## src/display_pkg.sv

```systemverilog
package display_pkg;

    localparam int ENTRY_DIGITS       = 4;
    localparam int NUM_DISPLAY_DIGITS = 8;

    // digit 0 holds the most recent key
    typedef logic [ENTRY_DIGITS*4-1:0] bcd_digits_t;
    typedef logic [15:0]               bin_value_t;

    // segment a in bit 0 up to segment g in bit 6, active high
    typedef logic [6:0]                      seg_t;
    typedef logic [NUM_DISPLAY_DIGITS*7-1:0] seg_bus_t;

    localparam seg_t HEX_GLYPH [16] = '{
        7'h3F,  // 0
        7'h06,  // 1
        7'h5B,  // 2
        7'h4F,  // 3
        7'h66,  // 4
        7'h6D,  // 5
        7'h7D,  // 6
        7'h07,  // 7
        7'h7F,  // 8
        7'h6F,  // 9
        7'h77,  // A
        7'h7C,  // b
        7'h39,  // C
        7'h5E,  // d
        7'h79,  // E
        7'h71   // F
    };

endpackage

```

## src/keypad_pkg.sv

```systemverilog
package keypad_pkg;

    // matrix keypad signal types
    typedef logic [3:0] row_t;       // active low row drive
    typedef logic [3:0] col_t;       // active high column sense
    typedef logic [3:0] key_code_t;

    localparam int NUM_ROWS    = 4;
    localparam int SCAN_DIVIDE = 480;  // clocks per row

    localparam row_t      ROW_FIRST = 4'b1110;  // row 0 driven first
    localparam key_code_t KEY_CLEAR = 4'hE;

    // indexed by {row, column}, column 0 is bit 0 of the column bus
    localparam key_code_t KEY_MAP [16] = '{
        4'h1, 4'h2, 4'h3, 4'hA,   // row 0
        4'h4, 4'h5, 4'h6, 4'hB,   // row 1
        4'h7, 4'h8, 4'h9, 4'hC,   // row 2
        4'hE, 4'h0, 4'hF, 4'hD    // row 3
    };

endpackage

```

## src/bin_converter.sv

```systemverilog
`timescale 1ns/1ps

module bin_converter (
    input  logic                      clk,
    input  logic                      rst,
    input  logic                      start_i,
    input  display_pkg::bcd_digits_t  digits_i,
    output display_pkg::bin_value_t   value_o
);
    import display_pkg::*;

    bcd_digits_t digit_q;   // remaining digits, next one in the top nibble
    bin_value_t  acc;
    bin_value_t  step_sum;
    logic [1:0]  step_cnt;
    logic        busy;

    // one horner step
    function automatic bin_value_t mul10_add(bin_value_t sum, logic [3:0] d);
        return sum * 16'd10 + bin_value_t'(d);
    endfunction

    assign step_sum = mul10_add(acc, digit_q[ENTRY_DIGITS*4-1 -: 4]);

    // control, a new start always wins
    always_ff @(posedge clk or posedge rst) begin
        if (rst) begin
            busy     <= 1'b0;
            step_cnt <= '0;
            value_o  <= '0;
        end else if (start_i) begin
            busy     <= 1'b1;
            step_cnt <= 2'd1;  // first digit folded in at capture
        end else if (busy) begin
            if (step_cnt == 2'(ENTRY_DIGITS - 1)) begin
                busy    <= 1'b0;
                value_o <= step_sum;  // result only at completion
            end else begin
                step_cnt <= step_cnt + 2'd1;
            end
        end
    end

    // datapath
    always_ff @(posedge clk) begin
        if (start_i) begin
            acc     <= mul10_add('0, digits_i[ENTRY_DIGITS*4-1 -: 4]);
            digit_q <= digits_i << 4;
        end else if (busy) begin
            acc     <= step_sum;
            digit_q <= digit_q << 4;
        end
    end

endmodule

```

## src/digit_entry.sv

```systemverilog
`timescale 1ns/1ps

module digit_entry (
    input  logic                      clk,
    input  logic                      rst,
    input  logic                      key_valid_i,
    input  keypad_pkg::key_code_t     key_code_i,
    output display_pkg::bcd_digits_t  digits_o,
    output logic                      update_o
);
    import keypad_pkg::*;
    import display_pkg::*;

    bcd_digits_t digits_next;
    logic        is_digit;

    assign is_digit = (key_code_i <= 4'd9);  // letter keys fall through

    always_comb begin
        digits_next = digits_o;
        if (key_valid_i) begin
            if (is_digit) begin
                // oldest digit drops off the top
                digits_next = {digits_o[(ENTRY_DIGITS-1)*4-1:0], key_code_i};
            end else if (key_code_i == KEY_CLEAR) begin
                digits_next = '0;
            end
        end
    end

    always_ff @(posedge clk or posedge rst) begin
        if (rst) begin
            digits_o <= '0;
            update_o <= 1'b0;
        end else begin
            digits_o <= digits_next;
            update_o <= (digits_next != digits_o);  // only on a real change
        end
    end

endmodule

```

## src/keypad_scanner.sv

```systemverilog
`timescale 1ns/1ps

module keypad_scanner (
    input  logic                  clk,
    input  logic                  rst,
    input  keypad_pkg::col_t      columns_i,
    output keypad_pkg::row_t      rows_o,
    output logic                  key_valid_o,
    output keypad_pkg::key_code_t key_code_o
);
    import keypad_pkg::*;

    logic [$clog2(SCAN_DIVIDE)-1:0] div_cnt;
    logic [$clog2(NUM_ROWS)-1:0]    row_idx;   // tracks the low bit of rows_o
    logic [NUM_ROWS-1:0]            held_q;    // key still down in that row
    logic [1:0]                     col_idx;
    logic [2:0]                     col_count;
    logic                           row_end;
    logic                           single_hit;
    logic                           no_hit;
    logic                           press;

    assign row_end = (div_cnt == SCAN_DIVIDE - 1);

    // count the high columns and remember which one
    always_comb begin
        col_idx   = '0;
        col_count = '0;
        for (int c = 0; c < $bits(col_t); c++) begin
            if (columns_i[c]) begin
                col_idx   = c[1:0];
                col_count = col_count + 3'd1;
            end
        end
    end

    assign single_hit = (col_count == 3'd1);
    assign no_hit     = (columns_i == '0);

    // new key only if this row was idle at its last sample
    assign press = row_end && single_hit && !held_q[row_idx];

    // row timing and rotation
    always_ff @(posedge clk or posedge rst) begin
        if (rst) begin
            div_cnt <= '0;
            row_idx <= '0;
            rows_o  <= ROW_FIRST;
        end else if (row_end) begin
            div_cnt <= '0;
            row_idx <= row_idx + 1'b1;  // wraps after row 3
            rows_o  <= {rows_o[NUM_ROWS-2:0], rows_o[NUM_ROWS-1]};
        end else begin
            div_cnt <= div_cnt + 1'b1;
        end
    end

    // held flags and the key strobe
    always_ff @(posedge clk or posedge rst) begin
        if (rst) begin
            key_valid_o <= 1'b0;
            held_q      <= '0;
        end else begin
            key_valid_o <= press;
            if (press) begin
                held_q[row_idx] <= 1'b1;
            end else if (row_end && no_hit) begin
                held_q[row_idx] <= 1'b0;  // released
            end
            // several columns at once leave the flag alone
        end
    end

    // code travels with the strobe
    always_ff @(posedge clk) begin
        if (press) begin
            key_code_o <= KEY_MAP[{row_idx, col_idx}];
        end
    end

endmodule

```

## src/keypad_top.sv

```systemverilog
`timescale 1ns/1ps

module keypad_top (
    input  logic                   clk,
    input  logic                   rst,
    input  keypad_pkg::col_t       columns_i,
    output keypad_pkg::row_t       rows_o,
    output display_pkg::seg_bus_t  seg_o
);
    import keypad_pkg::*;
    import display_pkg::*;

    logic        key_valid;  // one cycle per new press
    key_code_t   key_code;
    bcd_digits_t digits;
    logic        update;     // digits just changed
    bin_value_t  value;

    // producer
    keypad_scanner u_scanner (
        .clk         (clk),
        .rst         (rst),
        .columns_i   (columns_i),
        .rows_o      (rows_o),
        .key_valid_o (key_valid),
        .key_code_o  (key_code)
    );

    // buffer
    digit_entry u_entry (
        .clk         (clk),
        .rst         (rst),
        .key_valid_i (key_valid),
        .key_code_i  (key_code),
        .digits_o    (digits),
        .update_o    (update)
    );

    // consumer, conversion then display
    bin_converter u_converter (
        .clk      (clk),
        .rst      (rst),
        .start_i  (update),
        .digits_i (digits),
        .value_o  (value)
    );

    seg_display u_display (
        .clk      (clk),
        .rst      (rst),
        .value_i  (value),
        .digits_i (digits),
        .seg_o    (seg_o)
    );

endmodule

```

## src/seg_display.sv

```systemverilog
`timescale 1ns/1ps

module seg_display (
    input  logic                      clk,
    input  logic                      rst,
    input  display_pkg::bin_value_t   value_i,
    input  display_pkg::bcd_digits_t  digits_i,
    output display_pkg::seg_bus_t     seg_o
);
    import display_pkg::*;

    seg_bus_t seg_next;

    // bcd on digits 3..0, hex of the value on digits 7..4
    always_comb begin
        seg_next = '0;
        for (int i = 0; i < ENTRY_DIGITS; i++) begin
            seg_next[i*7 +: 7] = HEX_GLYPH[digits_i[i*4 +: 4]];
            seg_next[(i+ENTRY_DIGITS)*7 +: 7] = HEX_GLYPH[value_i[i*4 +: 4]];
        end
    end

    // registered so the outputs never glitch
    always_ff @(posedge clk or posedge rst) begin
        if (rst) begin
            seg_o <= {NUM_DISPLAY_DIGITS{HEX_GLYPH[0]}};  // all zeros shown
        end else begin
            seg_o <= seg_next;
        end
    end

endmodule

```

## config.mk

```make
export PLATFORM = sky130hd
export DESIGN_NAME = keypad_top
export DESIGN_NICKNAME = d
export VERILOG_FILES = /design/src/display_pkg.sv /design/src/keypad_pkg.sv /design/src/bin_converter.sv /design/src/digit_entry.sv /design/src/keypad_scanner.sv /design/src/keypad_top.sv /design/src/seg_display.sv
export SDC_FILE = /design/constraint.sdc
export NUM_CORES = 1
export LEC_CHECK = 0
export ABC_AREA = 1
export BUFFER_PORTS_ARGS = -buffer_cell sky130_fd_sc_hd__buf_2
export CORE_ASPECT_RATIO = 0.5
export CORE_UTILIZATION = 60
export CTS_CLUSTER_SIZE = 25
export DETAILED_ROUTE_END_ITERATION = 10
export PLACE_DENSITY = 0.81
export SYNTH_ARGS = -nofsm -noshare
export SYNTH_HDL_FRONTEND = slang
export SYNTH_SLANG_ARGS = --single-unit
```

## constraint.sdc

```tcl
create_clock -name clk -period 7.3 [get_ports clk]
set_input_delay 0.365 -clock clk [delete_from_list [all_inputs] [get_ports clk]]
set_output_delay 0.365 -clock clk [all_outputs]
set_load 0.05 [all_outputs]
```

==> summary.txt, run 1 <==
Worst setup path
  • Arrival @ worst endpoint: 3.07 ns
  • Most used cell along the critical path: nor2_1
  • Startpoint Class: register
  • CP Capture Type: register
  • Critical path's slowest cell: fa_1
  • CP Class: register to register
  • Buffers & Inverters on Critical Path: 1
  • Maximum fanout along the worst path: 4
  • Critical path cell sequence: ha_1 -> ha_1 -> fa_1 -> xor2_1 -> inv_1 -> nor2_1 -> nand3_1 -> nor2_1 -> nand2_1 -> nor2_1 -> nand2_1 -> nand3_1 -> o21ai_1
  • Max incr delay on CP: 0.46 ns
  • Crit path max-delay family: adder cells
  • Worst EP required: 7.58 ns

Clock network
  • Clock tree buffer depth: 2
  • CTS root buf: clkbuf_16
  • Clock Pin Slew Worst Setup and Hold Paths: about 0.060 ns
  • Clock Latency Late Sink: 0.42 ns
  • Number of H-tree levels: 4
  • Post-CTS Resized: 0
  • Clock Sinks: 143
  • Num CTS Buffers: 17
  • CTS tree: yes

STA
  • F_max: 358 MHz
  • Skew final: 0.00673 ns
  • Final hold vios: 0
  • RSZ-0062 raised after global routing: false
  • Worst-Margin Slew: 0.911 ns
  • Headroom to the max-slew limit: 39.3%
  • Setup Viol. Count Final: 0
  • Final worst slack: 4.50 ns
  • Fin Setup TNS: 0 ns
  • Final worst-path cycle share: 38.3%
  • Fin. max-slew vios: 0
  • Tightest hold margin: approximately 0.46 ns
  • Min Tclk post-route: 2.80 ns

Logic synthesis
  • Synth Area in Compound Gates: a little under an eighth
  • XOR/XNOR Fraction of Synth Area: approximately 2.0%
  • EDFF count, synth: 20
  • Post-synth cell types: 38
  • Synth area leader: dfrtp_1
  • Largest family of logic cells by synthesized area: simple AND/OR/NAND/NOR gates
  • Post-synthesis simple-gate area fraction: 20.5%
  • Synth top cells by count: 255 x nand2_1, 132 x inv_1, 100 x o21ai_0, 97 x ha_1, 64 x nor2_1
  • Synth Area in Adders: 14.9%
  • Syn nets: around 1100
  • Synth warnings: 0
  • Synthesized flop and latch total: between 100 and 150
  • Share of the synthesized area in the top cell type: 18.1%
  • Leading post-synthesis cells by cell area: dfrtp_1 18%, dfstp_2 16%, ha_1 14%
  • Post-synth top flop: dfrtp_1
  • Mapped Area: 8420 µm²
  • FFs w/ async S/R, synth: between 70% and 80%
  • Seq/Total Area, Yosys: 43.8%
  • Synthesized area per cell: between 8 and 9 µm²
  • Multiplexer share of the synthesized area: 0%
  • Cells after Synth: 1007
  • Top-count cell post-synth: nand2_1

Power and ir drop
  • Peak supply drop: 0.163 mV
  • Leak: 4.71 nW
  • PwrDens: slightly above 400 nW/µm²

GRT
  • GRT Residual Overflow: 0
  • Initial antenna violation count: 0
  • First-pass GRT wire length: 29.3 mm
  • Vias in the first global route: 6679
  • GRT Util Overall: between 20 and 25%
  • Largest net degree at the start of global routing: 73

Placed design
  • Setup Slack @ Placement: 4.64 ns
  • Sum of net half-perimeters after detailed placement: 11.8 mm
  • Port Buffers: 65
  • Placer Congestion: 0.907

Route
  • Via Count: 6777
  • DRC: 0
  • Routed WL: 16.9 mm
  • Final ANT Viol Nets: 0
  • Avg WL per Cell: between 10 and 15 µm
  • Routed vias/inst: about 5.3
  • Drt first pass iters: 5
  • Iteration-0 DRC count of the detailed router: roughly 370

Finish
  • Layout cell share with drive strength beyond 1: between 15 and 20%
  • Synth-to-Final Area Change: 13.7%
  • Nets: 1178
  • N_diodes: 0

Floorplanning
  • Starting Density: 61.8%
  • Core area: about 14000 µm²
  • IO Pins: 66
  • Die area: about 15000 µm²
  • Die span in x: 170 µm
  • # rows: 30
  • Die Height: 85.8 µm

Hold path
  • HP Class: register to register

Outcome
  • Status: finished, final reports clean

Run
  • Max-cap viol count: 0
## layer usage
metal	vias up	wire length (µm)	GRT usage, %
li1	3397	-	-
met1	3201	7320	28.8
met2	156	8640	47.0
met3	23	647	4.66
met4	0	237	8.68
met5	-	0	0
## flip-flops by register name (all words and copies together) (netlist names), named ones only
signal	flops
u_converter.acc	15
u_converter.busy	1
u_converter.digit_q	12
u_converter.step_cnt	2
u_converter.value_o	16
u_display.seg_o	56
u_entry.digits_o	16
u_entry.update_o	1
u_scanner.div_cnt	9
u_scanner.key_code_o	4
u_scanner.key_valid_o	1
u_scanner.row_idx	2
u_scanner.rows_o	4
## placed cells by master (no fill, tap or decap), types with 4 or more instances in the layout
| cell type | n |
|---|---|
| o21ai_0 | 100 |
| nor3_1 | 10 |
| xnor2_1 | 4 |
| clkinv_1 | 4 |
| nor2_1 | 64 |
| inv_1 | 131 |
| bufinv_16 | 5 |
| xor2_1 | 12 |
| dfstp_2 | 51 |
| nand2_1 | 255 |
| o21ai_1 | 6 |
| or2_2 | 6 |
| nand2_2 | 5 |
| buf_2 | 65 |
| dfrtp_1 | 61 |
| o22ai_1 | 5 |
| nand4_1 | 6 |
| a31oi_1 | 19 |
| clkbuf_16 | 17 |
| ha_1 | 97 |
| nand3_1 | 51 |
| inv_6 | 5 |
| dfxtp_1 | 11 |
| o21a_1 | 4 |
| edfxtp_1 | 20 |
| a21oi_1 | 41 |
## repair_timing
| item | CTS | global route |
|---|---|---|
| buffers inserted | 0 | 0 |
| endpoints found under the hold margin | 15 | 0 |
| hold buffers | 1 | 0 |
## worst paths after layout
path,from,endpoint,slack [ns],cells past startpoint
worst max-delay path,u_converter.acc[1]$_DFFE_PP_,u_converter.value_o[12]$_DFFE_PP0P_,4.50,13
worst min-delay path,u_scanner.div_cnt[0]$_DFF_PP0_,u_scanner.div_cnt[0]$_DFF_PP0_,0.46,1
worst max register to register,u_converter.acc[1]$_DFFE_PP_,u_converter.value_o[12]$_DFFE_PP0P_,4.50,13
worst min register to register,u_scanner.div_cnt[0]$_DFF_PP0_,u_scanner.div_cnt[0]$_DFF_PP0_,0.46,1
max in group asynchronous,rst,async pin,5.50,4
min in group asynchronous,rst,u_display.seg_o[41]$_DFF_PP0_,0.52,3
## logic make-up after synthesis
group,count (synthesis)
flops,143
xor+xnor,17
fa+ha+maj,99
simple gates,409
compound gates,182
buf+inv,157
## power breakdown
group          internal [mW]  switching, mW
Sequential              1.08          0.142
Combinational          0.508           1.18
Clock                  0.623          0.359
## per-stage QoR
stage,std cells,area (µm²),util [%],power (mW)
after detailed placement,1245,8900,65.3,2.89
after CTS,1278,9580,70.3,3.90
after floorplan,1007,8420,-,2.54
after global routing,1278,9580,70.3,4.17
after global placement,1245,8900,65.3,2.83
final,1278,9580,70.3,3.89
## layout make-up
cell class,instances,area (µm²)
Tap cell,192,240
Inverter,137,517
Clock buffer,18,439
Fill cell,990,4050
Timing Repair Buffer,67,343
Multi-Input combinational cell,707,4120
Sequential cell,143,3690
Clock inverter,14,226
Power figures use the tool's default switching activity.
==> run 2, diff against run 1 <==
- clock period: 7.3 -> 2.8 ns (I/O delays scaled with it)
==> run 2 against run 1 <==
Effect of this change: clock power increased by 130%; worst hold slack got worse by 0.29 ns; critical endpoint is now u_converter.value_o[14]$_DFFE_PP0P_; clock skew is 0.0027 ns higher; wire length up 0.47%.
==> summary.txt, run 2 (synthesis gave the netlist of run 1 again) <==
Run
  • Max-cap viol count: 0

Hold path
  • HP Class: input pin to async pin

GRT
  • GRT Util Overall: around a quarter
  • Initial antenna violation count: 0
  • Vias in the first global route: 6445
  • GRT Residual Overflow: 0
  • Largest net degree at the start of global routing: 73
  • First-pass GRT wire length: about 30 mm

Floorplanning
  • Die area: 14500 µm²
  • Starting Density: 61.8%
  • IO Pins: 66
  • Die span in x: around 170 µm
  • # rows: 30
  • Core area: 13600 µm²
  • Die Height: 85.8 µm

Worst setup path
  • Worst EP required: ~3.1 ns
  • Critical path cell sequence: ha_4 -> ha_2 -> fa_2 -> nand2_1 -> inv_1 -> nand2_1 -> nor2_2 -> nand2_1 -> nor2_1 -> nand2_1 -> nor2_2 -> nand4_1 -> nand3_1 -> nand2_1
  • Maximum fanout along the worst path: 4
  • Arrival @ worst endpoint: 2.96 ns
  • CP Capture Type: register
  • Most used cell along the critical path: nand2_1
  • Critical path's slowest cell: fa_2
  • Max incr delay on CP: 0.56 ns
  • CP Class: register to register
  • Startpoint Class: register

Route
  • Via Count: 6796
  • Routed WL: 16.9 mm
  • DRC: 0
  • Final ANT Viol Nets: 0
  • Routed vias/inst: 5.29
  • Iteration-0 DRC count of the detailed router: 406
  • Drt first pass iters: 5
  • Avg WL per Cell: 13.2 µm

Finish
  • Nets: 1185
  • Synth-to-Final Area Change: 13.9%
  • Biggest register: u_display.seg_o
  • N_diodes: 0
  • Multi-input gate area: 4150 µm²
  • Most frequent cells in the layout: 255 x nand2_1, 131 x inv_1, 100 x o21ai_0
  • Commonest non-fill, non-tap cell in the layout: nand2_1
  • Max FFs per register: 56
  • Final core occ: 70.4%
  • Layout cell share with drive strength beyond 1: between 15 and 20%
  • Fin cells: 1285
  • Largest registers: u_display.seg_o: 56 flops, u_converter.value_o: 16 flops, u_entry.digits_o: 16 flops
  • # fillers: approximately 1000
  • Sequential cell area: 3690 µm²

STA
  • F_max: ~380 MHz
  • Min Tclk post-route: 2.65 ns
  • Headroom to the max-slew limit: 55.8%
  • Worst-Margin Slew: around 0.66 ns
  • Fin. max-slew vios: 0
  • Skew final: 0.00946 ns
  • Final hold vios: 0
  • Final worst-path cycle share: 94.5%
  • Setup Viol. Count Final: 0

Power and ir drop
  • PwrDens: 1040 nW/µm²
  • Leak: 4.71 nW
  • Peak supply drop: 0.598 mV

Clock network
  • Number of H-tree levels: 4
  • Clock Pin Slew Worst Setup and Hold Paths: 0.06 ns
  • CTS tree: yes
  • Num CTS Buffers: 17
  • Clock tree buffer depth: 2
  • CTS root buf: clkbuf_16
  • Clock Latency Late Sink: 0.42 ns
  • Clock Sinks: 143

Placed design
  • Placed insts: about 1300
  • Port Buffers: between 60 and 70
  • Sum of net half-perimeters after detailed placement: 11.8 mm
  • Placer Congestion: about 0.90

Outcome
  • Status: finished, final reports clean
==> run 2: cell type report <==
cell class / instances / area share, %
sequential: 143 / 38.4
multi-input combinational: 707 / 43.2
timing repair buffer: 74 / 4.25
clock buffer: 18 / 4.70
tap: 192 / 2.50
inverter: 137 / 5.40
clock inverter: 14 / 1.50
==> run 2: final timing paths <==
kind / endpoint / from / slack [ns] / cells after the start
worst max-delay path: u_converter.value_o[14]$_DFFE_PP0P_ / u_converter.acc[3]$_DFFE_PP_ / 0.15 / 14
worst min-delay path: u_display.seg_o[41]$_DFF_PP0_ / rst / 0.17 / 3
worst max register to register: u_converter.value_o[14]$_DFFE_PP0P_ / u_converter.acc[3]$_DFFE_PP_ / 0.15 / 14
worst min register to register: u_scanner.div_cnt[0]$_DFF_PP0_ / u_scanner.div_cnt[0]$_DFF_PP0_ / 0.46 / 1
max in group asynchronous: u_display.seg_o[50]$_DFF_PP1_ / rst / 1.96 / 4
min in group clk: u_scanner.key_code_o[0]$_DFFE_PP_ / columns_i[3] / 0.28 / 5
==> run 2: where the power goes <==
group | leakage, nW | internal (mW) | switching [mW]
Combinational | 2.78 | 1.38 | 3.14
Clock | 0.293 | 1.31 | 0.973
Sequential | 1.63 | 2.83 | 0.385
Total | 4.71 | 5.52 | 4.50
==> run 2: stage by stage <==
stage	power (mW)	worst slack [ns]	area [µm²]	hold slack [ns]	TNS, ns
floorplan	6.61	0.331	8420	0.430	0
finish	10.0	0.153	9590	0.168	0
global route	10.8	-0.0738	9590	0.176	-0.158
CTS	9.96	0.0381	9560	0.140	0
detailed placement	7.59	0.119	8960	0.0477	0
global placement	7.42	0.225	8960	0.0417	0
==> run 2: timing repair <==
| item | 4_1_cts | 5_1_grt |
|---|---|---|
| buffers inserted | 0 | 1 |
| endpoints found under the setup margin | 0 | 10 |
| endpoints found under the hold margin | 63 | 0 |
| gates resized for setup | 0 | 5 |
| hold buffers | 1 | 0 |
==> run 2: layer usage <==
layer / up-vias / part of all wire, % / global-route usage, %
li1: 3412 / - / -
met1: 3185 / 43 / 30.0
met2: 166 / 51 / 45.1
met3: 33 / 4.3 / 5.12
met4: 0 / 1.8 / 9.25
met5: - / 0 / 0
==> run 2: critical path: cells and delay by family, from the launching register on <==
| kind | cells | cell delay, ns |
|---|---|---|
| adder cells (fa/ha/maj) | 3 | 1.03 |
| AND/OR/NAND/NOR | 10 | 1.02 |
| flip-flops | 1 | 0.45 |
| buffers and inverters | 1 | 0.05 |
